===== src/verilog/analog_pkg.sv =====
/*
  shared types and constants for the analog joystick front end
  mouse packet layout, delta and axis types, port value type
  source-mode enum and default delta clamp limit
*/

package analog_pkg;

	// ==============================
	// mouse packet
	// ==============================

	// raw ps/2 mouse word, toggle strobe on top
	typedef logic [24:0] mouse_pkt_t;

	// bit positions inside the packet
	localparam int MOUSE_STB_BIT   = 24;
	localparam int MOUSE_LEFT_BIT  = 0;
	localparam int MOUSE_RIGHT_BIT = 1;
	localparam int MOUSE_X_SIGN    = 4;
	localparam int MOUSE_Y_SIGN    = 5;
	// lsb of each movement byte
	localparam int MOUSE_X_LSB     = 8;
	localparam int MOUSE_Y_LSB     = 16;

	// ==============================
	// axis types
	// ==============================

	// halved movement, sign repeated above bits 7:1
	typedef logic signed [8:0] delta_t;

	// accumulated position, kept inside AXIS_MIN..AXIS_MAX
	typedef logic signed [8:0] axis_t;
	localparam axis_t AXIS_MIN = -9'sd128;
	localparam axis_t AXIS_MAX = 9'sd127;

	// joystick analog byte, signed form
	typedef logic [7:0] joy_axis_t;

	// bbc port value: converted byte then its upper nibble
	typedef logic [11:0] port_axis_t;

	// x is index 0, y is index 1
	localparam int NUM_AXES = 2;
	localparam int AXIS_X   = 0;
	localparam int AXIS_Y   = 1;

	// fire button inside the 16-bit joystick word
	localparam int JOY_FIRE_BIT = 4;

	// ==============================
	// source selection
	// ==============================

	// which source feeds the first joystick
	typedef enum logic {
		SRC_JOYSTICK = 1'b0,
		SRC_MOUSE    = 1'b1
	} src_mode_e;

	// default clamp of one packet's delta
	localparam int DEFAULT_DELTA_LIMIT = 10;

endpackage


===== src/verilog/analog_input_top.sv =====
/*
  analog joystick front end top level
  mouse packet decoder, one accumulator per axis, port mapper
*/

`timescale 1ns/1ps

module analog_input_top #(
	parameter int delta_limit = analog_pkg::DEFAULT_DELTA_LIMIT
) (
	input  logic                   clk_sys,
	input  logic                   reset,
	input  analog_pkg::mouse_pkt_t mouse_pkt,
	input  logic                   mouse_disable,
	input  logic                   port_swap,
	input  logic [15:0]            joy1,
	input  analog_pkg::joy_axis_t  joy1_x,
	input  analog_pkg::joy_axis_t  joy1_y,
	input  logic                   joy2_fire,
	input  analog_pkg::joy_axis_t  joy2_x,
	input  analog_pkg::joy_axis_t  joy2_y,
	output analog_pkg::port_axis_t port1_x,
	output analog_pkg::port_axis_t port1_y,
	output analog_pkg::port_axis_t port2_x,
	output analog_pkg::port_axis_t port2_y,
	output logic                   port1_fire_n,
	output logic                   port2_fire_n
);

	// decoder to accumulators
	logic                  delta_valid;
	analog_pkg::delta_t    delta [analog_pkg::NUM_AXES];
	logic                  axis_clear;
	// decoder to mapper
	analog_pkg::src_mode_e src_mode;
	logic                  mouse_fire;
	// accumulators to mapper
	analog_pkg::axis_t     axis_pos [analog_pkg::NUM_AXES];

	// ==============================
	// packet decoder
	// ==============================

	mouse_packet_decoder #(
		.delta_limit(delta_limit)
	) u_decoder (
		.clk_sys(clk_sys),
		.reset(reset),
		.mouse_pkt(mouse_pkt),
		.mouse_disable(mouse_disable),
		.joy1(joy1),
		.delta_valid(delta_valid),
		.delta(delta),
		.axis_clear(axis_clear),
		.src_mode(src_mode),
		.mouse_fire(mouse_fire)
	);

	// ==============================
	// axis accumulators
	// ==============================

	// index 0 is x, index 1 is y
	for (genvar i = 0; i < analog_pkg::NUM_AXES; i++) begin : g_axis
		mouse_axis_accum u_axis (
			.clk_sys(clk_sys),
			.reset(reset),
			.delta_valid(delta_valid),
			.delta(delta[i]),
			.axis_clear(axis_clear),
			.axis_pos(axis_pos[i])
		);
	end

	// ==============================
	// port mapper
	// ==============================

	joystick_port_mapper u_mapper (
		.clk_sys(clk_sys),
		.reset(reset),
		.src_mode(src_mode),
		.axis_pos(axis_pos),
		.mouse_fire(mouse_fire),
		.joy1_fire(joy1[analog_pkg::JOY_FIRE_BIT]),
		.joy1_x(joy1_x),
		.joy1_y(joy1_y),
		.joy2_fire(joy2_fire),
		.joy2_x(joy2_x),
		.joy2_y(joy2_y),
		.port_swap(port_swap),
		.port1_x(port1_x),
		.port1_y(port1_y),
		.port2_x(port2_x),
		.port2_y(port2_y),
		.port1_fire_n(port1_fire_n),
		.port2_fire_n(port2_fire_n)
	);

endmodule


===== src/verilog/joystick_port_mapper.sv =====
/*
  joystick port mapper
  picks mouse or first joystick as source A, second joystick as B,
  converts to the bbc 12-bit port form, maps fire, swaps ports
*/

`timescale 1ns/1ps

module joystick_port_mapper (
	input  logic                  clk_sys,
	input  logic                  reset,
	input  analog_pkg::src_mode_e src_mode,
	input  analog_pkg::axis_t     axis_pos [analog_pkg::NUM_AXES],
	input  logic                  mouse_fire,
	input  logic                  joy1_fire,
	input  analog_pkg::joy_axis_t joy1_x,
	input  analog_pkg::joy_axis_t joy1_y,
	input  logic                  joy2_fire,
	input  analog_pkg::joy_axis_t joy2_x,
	input  analog_pkg::joy_axis_t joy2_y,
	input  logic                  port_swap,
	output analog_pkg::port_axis_t port1_x,
	output analog_pkg::port_axis_t port1_y,
	output analog_pkg::port_axis_t port2_x,
	output analog_pkg::port_axis_t port2_y,
	output logic                  port1_fire_n,
	output logic                  port2_fire_n
);

	// source A selected values
	analog_pkg::joy_axis_t a_x;
	analog_pkg::joy_axis_t a_y;
	logic                  a_fire;

	// converted port values
	analog_pkg::port_axis_t pa_x;
	analog_pkg::port_axis_t pa_y;
	analog_pkg::port_axis_t pb_x;
	analog_pkg::port_axis_t pb_y;

	// signed byte to inverted offset binary, 12 bits
	// centre 00 gives 7f7, +127 gives 000, -128 gives fff
	function automatic analog_pkg::port_axis_t to_port(input analog_pkg::joy_axis_t v);
		analog_pkg::joy_axis_t c;
		c = 8'hFF - {~v[7], v[6:0]};
		// low nibble repeats the top for full-scale 12 bits
		return {c, c[7:4]};
	endfunction

	// ==============================
	// source selection
	// ==============================

	// mouse positions only use their low byte
	always_comb begin
		if (src_mode == analog_pkg::SRC_MOUSE) begin
			a_x    = axis_pos[analog_pkg::AXIS_X][7:0];
			a_y    = axis_pos[analog_pkg::AXIS_Y][7:0];
			a_fire = mouse_fire;
		end else begin
			a_x    = joy1_x;
			a_y    = joy1_y;
			a_fire = joy1_fire;
		end
	end

	// ==============================
	// conversion
	// ==============================

	assign pa_x = to_port(a_x);
	assign pa_y = to_port(a_y);
	// source B is always the second stick
	assign pb_x = to_port(joy2_x);
	assign pb_y = to_port(joy2_y);

	// ==============================
	// output registers
	// ==============================

	// axis values, swapped on request
	always_ff @(posedge clk_sys) begin
		if (port_swap) begin
			port1_x <= pb_x;
			port1_y <= pb_y;
			port2_x <= pa_x;
			port2_y <= pa_y;
		end else begin
			port1_x <= pa_x;
			port1_y <= pa_y;
			port2_x <= pb_x;
			port2_y <= pb_y;
		end
	end

	// fire is active low on the port
	always_ff @(posedge clk_sys) begin
		if (reset) begin
			port1_fire_n <= 1'b1;
			port2_fire_n <= 1'b1;
		end else if (port_swap) begin
			port1_fire_n <= ~joy2_fire;
			port2_fire_n <= ~a_fire;
		end else begin
			port1_fire_n <= ~a_fire;
			port2_fire_n <= ~joy2_fire;
		end
	end

	// no stray fire right after reset
	a_fire_idle_after_reset: assert property (
		@(posedge clk_sys)
		reset |=> (port1_fire_n && port2_fire_n)
	);

endmodule


===== src/verilog/mouse_axis_accum.sv =====
/*
  saturating accumulator for one emulated analog axis
  adds each valid delta, clamps to the axis range, clears to zero
*/

`timescale 1ns/1ps

module mouse_axis_accum (
	input  logic               clk_sys,
	input  logic               reset,
	input  logic               delta_valid,
	input  analog_pkg::delta_t delta,
	input  logic               axis_clear,
	output analog_pkg::axis_t  axis_pos
);

	// one extra bit so the raw sum never wraps
	logic signed [9:0] sum;
	analog_pkg::axis_t next_pos;

	// ==============================
	// saturating add
	// ==============================

	// sign-extend both operands before adding
	assign sum = {axis_pos[8], axis_pos} + {delta[8], delta};

	always_comb begin
		if (sum > analog_pkg::AXIS_MAX)
			next_pos = analog_pkg::AXIS_MAX;
		else if (sum < analog_pkg::AXIS_MIN)
			next_pos = analog_pkg::AXIS_MIN;
		else
			next_pos = sum[8:0];
	end

	// ==============================
	// position register
	// ==============================

	// clear has priority, back to centre
	always_ff @(posedge clk_sys) begin
		if (reset || axis_clear)
			axis_pos <= '0;
		else if (delta_valid)
			axis_pos <= next_pos;
	end

	// low byte goes to the port, so range must hold
	a_pos_in_range: assert property (
		@(posedge clk_sys) disable iff (reset)
		(axis_pos >= analog_pkg::AXIS_MIN) && (axis_pos <= analog_pkg::AXIS_MAX)
	);

endmodule


===== src/verilog/mouse_packet_decoder.sv =====
/*
  mouse packet decoder
  strobe edge detection, halved and clamped axis deltas,
  mouse/joystick source state and mouse fire
*/

`timescale 1ns/1ps

module mouse_packet_decoder #(
	parameter int delta_limit = analog_pkg::DEFAULT_DELTA_LIMIT
) (
	input  logic                   clk_sys,
	input  logic                   reset,
	input  analog_pkg::mouse_pkt_t mouse_pkt,
	input  logic                   mouse_disable,
	input  logic [15:0]            joy1,
	output logic                   delta_valid,
	output analog_pkg::delta_t     delta [analog_pkg::NUM_AXES],
	output logic                   axis_clear,
	output analog_pkg::src_mode_e  src_mode,
	output logic                   mouse_fire
);

	// clamp bounds in delta width
	localparam analog_pkg::delta_t LIMIT_POS = analog_pkg::delta_t'(delta_limit);
	localparam analog_pkg::delta_t LIMIT_NEG = -LIMIT_POS;

	logic               prev_stb;
	logic               new_pkt;
	logic               clear_req;
	analog_pkg::delta_t raw_dx;
	analog_pkg::delta_t raw_dy;
	analog_pkg::delta_t lim_dx;
	analog_pkg::delta_t lim_dy;

	// limit one delta to +-delta_limit
	function automatic analog_pkg::delta_t clamp_delta(input analog_pkg::delta_t d);
		if (d > LIMIT_POS)
			return LIMIT_POS;
		else if (d < LIMIT_NEG)
			return LIMIT_NEG;
		else
			return d;
	endfunction

	// ==============================
	// packet detection
	// ==============================

	// new packet on any change of the toggle strobe
	assign new_pkt = prev_stb != mouse_pkt[analog_pkg::MOUSE_STB_BIT];

	// real joystick activity or disable hands the port back
	assign clear_req = (|joy1) || mouse_disable;

	// 9-bit movement shifted right by one, sign kept
	assign raw_dx = {mouse_pkt[analog_pkg::MOUSE_X_SIGN],
	                 mouse_pkt[analog_pkg::MOUSE_X_SIGN],
	                 mouse_pkt[analog_pkg::MOUSE_X_LSB + 7 -: 7]};
	assign raw_dy = {mouse_pkt[analog_pkg::MOUSE_Y_SIGN],
	                 mouse_pkt[analog_pkg::MOUSE_Y_SIGN],
	                 mouse_pkt[analog_pkg::MOUSE_Y_LSB + 7 -: 7]};

	assign lim_dx = clamp_delta(raw_dx);
	assign lim_dy = clamp_delta(raw_dy);

	// delta payload, qualified by delta_valid
	// y flipped: mouse up means stick up, bbc y grows downward
	always_ff @(posedge clk_sys) begin
		if (new_pkt) begin
			delta[analog_pkg::AXIS_X] <= lim_dx;
			delta[analog_pkg::AXIS_Y] <= -lim_dy;
		end
	end

	// ==============================
	// source state
	// ==============================

	always_ff @(posedge clk_sys) begin
		// strobe sampled during reset too, so no packet at reset
		prev_stb <= mouse_pkt[analog_pkg::MOUSE_STB_BIT];
		if (reset) begin
			delta_valid <= 1'b0;
			axis_clear  <= 1'b0;
			src_mode    <= analog_pkg::SRC_JOYSTICK;
			mouse_fire  <= 1'b0;
		end else if (clear_req) begin
			// clear wins over a packet in the same cycle
			delta_valid <= 1'b0;
			axis_clear  <= 1'b1;
			src_mode    <= analog_pkg::SRC_JOYSTICK;
			mouse_fire  <= 1'b0;
		end else begin
			delta_valid <= new_pkt;
			axis_clear  <= 1'b0;
			if (new_pkt) begin
				src_mode   <= analog_pkg::SRC_MOUSE;
				// either button counts as fire
				mouse_fire <= mouse_pkt[analog_pkg::MOUSE_LEFT_BIT] |
				              mouse_pkt[analog_pkg::MOUSE_RIGHT_BIT];
			end
		end
	end

	// accumulators rely on never seeing both strobes at once
	a_no_valid_with_clear: assert property (
		@(posedge clk_sys) disable iff (reset)
		!(delta_valid && axis_clear)
	);

endmodule

===== config.mk =====
export PLATFORM = sky130hd
export DESIGN_NAME = analog_input_top
export DESIGN_NICKNAME = d
export VERILOG_FILES = /design/src/verilog/analog_pkg.sv /design/src/verilog/analog_input_top.sv /design/src/verilog/joystick_port_mapper.sv /design/src/verilog/mouse_axis_accum.sv /design/src/verilog/mouse_packet_decoder.sv
export SDC_FILE = /design/constraint.sdc
export NUM_CORES = 1
export LEC_CHECK = 0
export ABC_AREA = 1
export ABC_CLOCK_PERIOD_IN_PS = 2400
export BUFFER_PORTS_ARGS = -buffer_cell sky130_fd_sc_hd__buf_2
export CORE_AREA = 2 2 97 99
export DETAILED_ROUTE_END_ITERATION = 12
export DIE_AREA = 0 0 99 101
export PLACE_DENSITY = 0.79
export SLEW_MARGIN = 30
export SYNTH_ARGS = -nofsm -noshare
export SYNTH_HDL_FRONTEND = slang
export SYNTH_HIERARCHICAL = 1
export SYNTH_SLANG_ARGS = --single-unit
export TNS_END_PERCENT = 20

===== constraint.sdc =====
create_clock -name clk_sys -period 2.4 [get_ports clk_sys]
set_input_delay 0.12 -clock clk_sys [delete_from_list [all_inputs] [get_ports clk_sys]]
set_output_delay 0.12 -clock clk_sys [all_outputs]
set_load 0.05 [all_outputs]

## Word level (Yosys, flattened, before mapping)

Index checks and enable logic that the tools add are counted.

| storage, ports and cells | value |
|---|---|
| bits in registers | 91 |
| bits of input ports | 78 |
| output and inout port bits | 50 |
| word-level logic and storage cells | 61 |

| operators by class | value |
|---|---|
| add/sub/neg operators | 7 |
| magnitude comparators | 8 |
| equality and inequality tests | 1 |
| multiplexer cells | 17 |
| bitwise gates (word level) | 7 |
| reductions and logical operators | 5 |

Operator list:

| cell | count |
|---|---|
| $mux W9 | 7 |
| $mux W12 | 4 |
| $sub A8 B8 Y8 const A | 4 |
| $add A9 B9 Y10 | 2 |
| $gt A10 B8 Y1 const B | 2 |
| $lt A10 B8 Y1 const B | 2 |
| $gt A8 B5 Y1 const B | 2 |
| $lt A8 B5 Y1 const B | 2 |
| $mux W8 | 2 |
| $reduce_or A16 Y1 | 1 |
| $neg A9 Y9 | 1 |
| $not A1 Y1 | 6 |
| $mux W1 | 4 |
| $reduce_or A2 Y1 | 2 |
| $logic_or A1 B1 Y1 | 2 |
| $ne A1 B1 Y1 | 1 |
| $or A1 B1 Y1 | 1 |

## Logic depth before layout (Yosys ltp)

| logic depth | value |
|---|---|
| depth after elaboration | 4 |
| mapped depth | 15 |
| mapped depth without buffers | 14 |

## By module

Netlist, hierarchy kept.

Modules (own cells, without submodules):

| module | times used | cells an instance | area an instance (µm²) | seq. area each (µm²) |
|---|---|---|---|---|
| joystick_port_mapper | 1 | 217 | 1,599.0 | 680.7 |
| mouse_packet_decoder | 1 | 132 | 1,167.4 | 610.6 |
| mouse_axis_accum (g_axis[0].u_axis) | 1 | 133 | 930.9 | 180.2 |
| mouse_axis_accum (g_axis[1].u_axis) | 1 | 116 | 898.4 | 180.2 |

## Worst setup path before layout

OpenSTA, ideal clock, no wires.

| timing path | value |
|---|---|
| path kind | input to register |
| from | in mouse_pkt[5] |
| to | reg u_decoder/delta[4] in the netlist's numbering (data pin) |
| library setup time | 264 ps |
| data arrival time | 1,621 ps |
| data required time | 2,136 ps |
| slack | 515 ps |
| stages on the path | 14 |
| path buffers | 1 |
| path through | inv_2 > nor3_1 > nand3_1 > ha_1 > buf_2 > nor2_1 > nand2_1 > inv_1 > ha_1 > inv_1 > nor2_1 > inv_1 > o21ai_0 > nand3_1 |

| between the ends | value |
|---|---|
| word-level cells in the longest chain between the ends | 4 |
| elaborated cells on any way between the ends | 5 |
| those cells by class | add/sub: 1; order compare: 2; mux: 2 |

RTL lines:

| element | line | RTL |
|---|---|---|
| start, declared | analog_input_top.sv:13 | `input analog_pkg::mouse_pkt_t mouse_pkt,` |
| $lt A8 B5 Y1 | mouse_packet_decoder.sv:40 | `else if (d < LIMIT_NEG)` |
| $mux W9 | mouse_packet_decoder.sv:40 |  |
| $mux W9 * | mouse_packet_decoder.sv:38 | `if (d > LIMIT_POS)` |
| $neg A9 Y9 * | mouse_packet_decoder.sv:72 | `delta[analog_pkg::AXIS_Y] <= -lim_dy;` |
| end signal, assigned by index | mouse_packet_decoder.sv:71 | `delta[analog_pkg::AXIS_X] <= lim_dx;` |
| end signal, assigned by index | mouse_packet_decoder.sv:72 |  |
| end, declared | mouse_packet_decoder.sv:18 | `output analog_pkg::delta_t delta [analog_pkg::NUM_AXES],` |

Every way passes the cells marked *; elsewhere a longest branch is shown, timed or not.
A chain may end at the register's enable or synchronous reset.

## Worst setup path in the final report

| timing path | value |
|---|---|
| from | reg u_decoder/delta[9] in the netlist's numbering |
| to | reg g_axis[0].u_axis.axis_pos[3] |

| between the ends | value |
|---|---|
| word-level cells in the longest chain between the ends | 4 |
| elaborated cells on any way between the ends | 5 |
| those cells by class | add/sub: 1; order compare: 2; mux: 2 |

RTL lines:

| element | line | RTL |
|---|---|---|
| $add A9 B9 Y10 * | mouse_axis_accum.sv:26 | `assign sum = {axis_pos[8], axis_pos} + {delta[8], delta};` |
| $lt A10 B8 Y1 | mouse_axis_accum.sv:31 | `else if (sum < analog_pkg::AXIS_MIN)` |
| $mux W9 | mouse_axis_accum.sv:31 |  |
| $mux W9 * | mouse_axis_accum.sv:29 | `if (sum > analog_pkg::AXIS_MAX)` |
| end signal, assigned | mouse_axis_accum.sv:46 | `axis_pos <= next_pos;` |
| end, declared | mouse_axis_accum.sv:14 | `output analog_pkg::axis_t axis_pos` |

Marks and branches as above.

==> reports/results.ini <==
[outcome]
status = complete, no violations

[clock_tree]
ctsHtreeMaxLevel = 3
post_cts.resized_instances = 0
cts_sinks = 74
cts-root-buf = clkbuf_8
cts_tree = built
numCtsBuffers = 9
insertion_delay_ps = 340
clk_pin_slew_ps = 80
cts_buffer_depth = 2

[worst_setup_path]
reg2reg_to = g_axis[0].u_axis/axis_pos[3]$_SDFFE_PP0P_
regToRegSetupSlack_ps = 360
crit_buf_inv = 0
crit_type = reg -> reg
cpMaxStageDelayCell = fa_1
r2r_cells = 10
r2r-start = u_decoder/delta[9]$_SDFFCE_PP0P_
critPathTopFamily = simple AND/OR/NAND/NOR gates
cp_max_fo = 7
path_depth = 10
cp-startpoint = u_decoder/delta[9]$_SDFFCE_PP0P_
crit_top_cell = nand2_1
cp-endpoint = g_axis[0].u_axis/axis_pos[3]$_SDFFE_PP0P_
start_kind = flop
cpPeakStageDelay_ps = 430
worstPathArrival_ps = 2250
cp-end-kind = flop
crit_chain = ha_1 > fa_1 > nand3_1 > nand2_1 > nand2_1 > nand3_1 > nand2_1 > nand3_2 > nand2_8 > a21oi_2
crit_required_ps = 2610

[detailed_routing]
wirelength_um = 9320
drtPass1Iterations = 5
vias = 4005
avgRoutedWirePerCell_um = 11.4
antenna_left = 0
first_iter_violations = 176
drc = 0
vias_per_cell = 4.90

[global_routing]
grt_pass1_vias = 3683
grt_max_degree = 36
grtUsageMet3_pct = 3.26
antenna_found_initial = 0
grt_busiest_layer = met2
overflow = 0
use_met2_pct = 31.8
track_usage_pct = 19.0
grt_pass1_wl_um = 15600
gr-usage-met1_pct = 25.2

[floorplan]
io-pin-count = 128
die_h_um = 101
start_util_pct = 51.2
die_w_um = 99
fp-row-count = 35
die_area_mm2 = 0.0100
design.core.area_mm2 = 0.00898

[pwr]
p_leak_nw = 2.73
pwr-share-seq_pct = 44.9
p_sw_share_pct = 31.8
combinationalPowerShare_pct = 22.8
clkPwrFrac_pct = 32.3
power_w = 0.00308
p_per_area_mw_per_mm2 = 581
p_int_w = 0.00210
vdd_drop_max_v = 0.000284
p_switching_w = 0.000981

[sta]
period_share_pct = 85.0
grt_setup_unrepaired = false
finClkSkew_ps = 13.9
worst_pin_slew_ps = 771
setup_tns_ps = 0
maxSlewViolCount = 0
setup_viol = 0
max_slew_margin_pct = 48.5
setup_slack_ps = 360
max_clock_freq_ghz = 0.490
layout_min_cycle_time_ps = 2040
hold_viol_final = 0

[min_path]
hold_path_depth = 4
min_path_type = in -> reg

[synthesis]
syn_area_mm2 = 0.00460
ys_warn_count = 6
yosysSeqAreaShare_pct = 35.9
synth-seq-cells = 74
netlist_instances = 598
avgSynthCellArea_um2 = 7.69
syn_nets = 699
synth_cell_types = 43

[final_layout]
final_cell_mix = nand2_1 (182), buf_2 (121), inv_1 (61)
drive_gt1_share_pct = 31.3
nFillCells = 805
fin_nets = 804
syn2layout_area_growth_pct = 15.5
diodes = 0
final_common_cell = nand2_1

[place]
gp_congestion = 0.896
dpl.hpwl_um = 7450
port-buffer-count = 121
dpl_worst_slack_ps = 225

[run]
maxCapViolCount = 0

==> worst min path at each step <==
stage	startpoint	end	slack [ps]
floorplan	mouse_pkt[24]	u_decoder/prev_stb$_DFF_P_	150
global placement	mouse_pkt[24]	u_decoder/prev_stb$_DFF_P_	250
detailed placement	mouse_pkt[24]	u_decoder/prev_stb$_DFF_P_	250
CTS	joy2_y[5]	u_mapper/port1_y[9]$_DFF_P_	6
global route	joy2_x[0]	u_mapper/port1_x[4]$_DFF_P_	20
finish	joy2_y[5]	u_mapper/port1_y[9]$_DFF_P_	20
==> logic make-up after synthesis <==
| group | Yosys count | share of synthesized area (%) |
|---|---|---|
| compound gates | 63 | 9.04 |
| xor+xnor | 14 | 2.67 |
| simple gates | 320 | 33.6 |
| flops | 74 | 35.9 |
| fa+ha+maj | 23 | 6.59 |
| buf+inv | 104 | 12.1 |
==> area by class of cell <==
cell class              count  area (µm²)  share of cell area (%)
clock buffers              10         149                    2.80
clock inverters             5        60.1                    1.13
inverters                  73         282                    5.30
multi-input cells         420        2390                    44.9
flip-flops and latches     74        1650                    31.1
well taps                 111         139                    2.62
repair buffers            125         643                    12.1
==> power groups by stage <==
stage	logic [W]	clock network [W]	registers (W)
floorplan	0.000401	0	0.00157
global placement	0.000689	0	0.00141
detailed placement	0.000700	0	0.00141
CTS	0.000707	0.00102	0.00138
global route	0.000769	0.00108	0.00139
finish	0.000704	0.000996	0.00138
==> flip-flops by register name, summed over array words and instances (netlist names) <==
register / flops
g_axis.u_axis/axis_pos: 18
u_decoder/axis_clear: 1
u_decoder/delta: 17
u_decoder/delta_valid: 1
u_decoder/mouse_fire: 1
u_decoder/prev_stb: 1
u_decoder/src_mode: 1
u_mapper/port1_fire_n: 1
u_mapper/port1_x: 8
u_mapper/port1_y: 8
u_mapper/port2_fire_n: 1
u_mapper/port2_x: 8
u_mapper/port2_y: 8
==> Yosys cell counts, drive strengths merged <==
master	instances	area, µm²
a21boi	1	11.3
a21oi	38	273
and3	1	6.26
and3b	1	8.76
buf	30	263
clkbuf	1	13.8
dfxtp	57	1140
edfxtp	17	510
fa	2	40.0
ha	21	263
inv	73	282
nand2	214	951
nand3	60	353
nand3b	1	7.51
nand4	3	18.8
nor2	29	129
nor3	8	50.1
nor4	1	6.26
o21ai	21	105
o21bai	2	18.8
o31ai	1	7.51
or2	2	15.0
xnor2	3	26.3
xor2	11	96.3
==> tightest hold or removal path, delay by kind of cell <==
kind	cells	cell delay [ps]
buffers and inverters	2	110
and+or+nand+nor	2	90
==> per-stage QoR <==
step                      instance area [µm²]  utilization (%)  hold WS [ps]  instances
final                                    5310             59.1          19.5        818
after global routing                     5310             59.1          19.6        818
after CTS                                5310             59.1          6.14        818
after detailed placement                 5070             56.5           253        800
after global placement                   5070             56.5           247        800
after floorplan                          4600                -           148        598
==> routing by layer <==
metal	up-vias	part of all wire [%]	wire length, µm
li1	2095	-	-
met1	1755	46	4260
met2	151	45	4180
met3	4	8.8	821
met4	0	0.53	49
met5	-	0	0
==> repair_timing <==
item                      4_1_cts  5_1_grt
hold endpoints to repair        4        0
hold buffers                    3        0
buffers inserted                0        0
No activity file was read; power rests on OpenSTA's default activity.
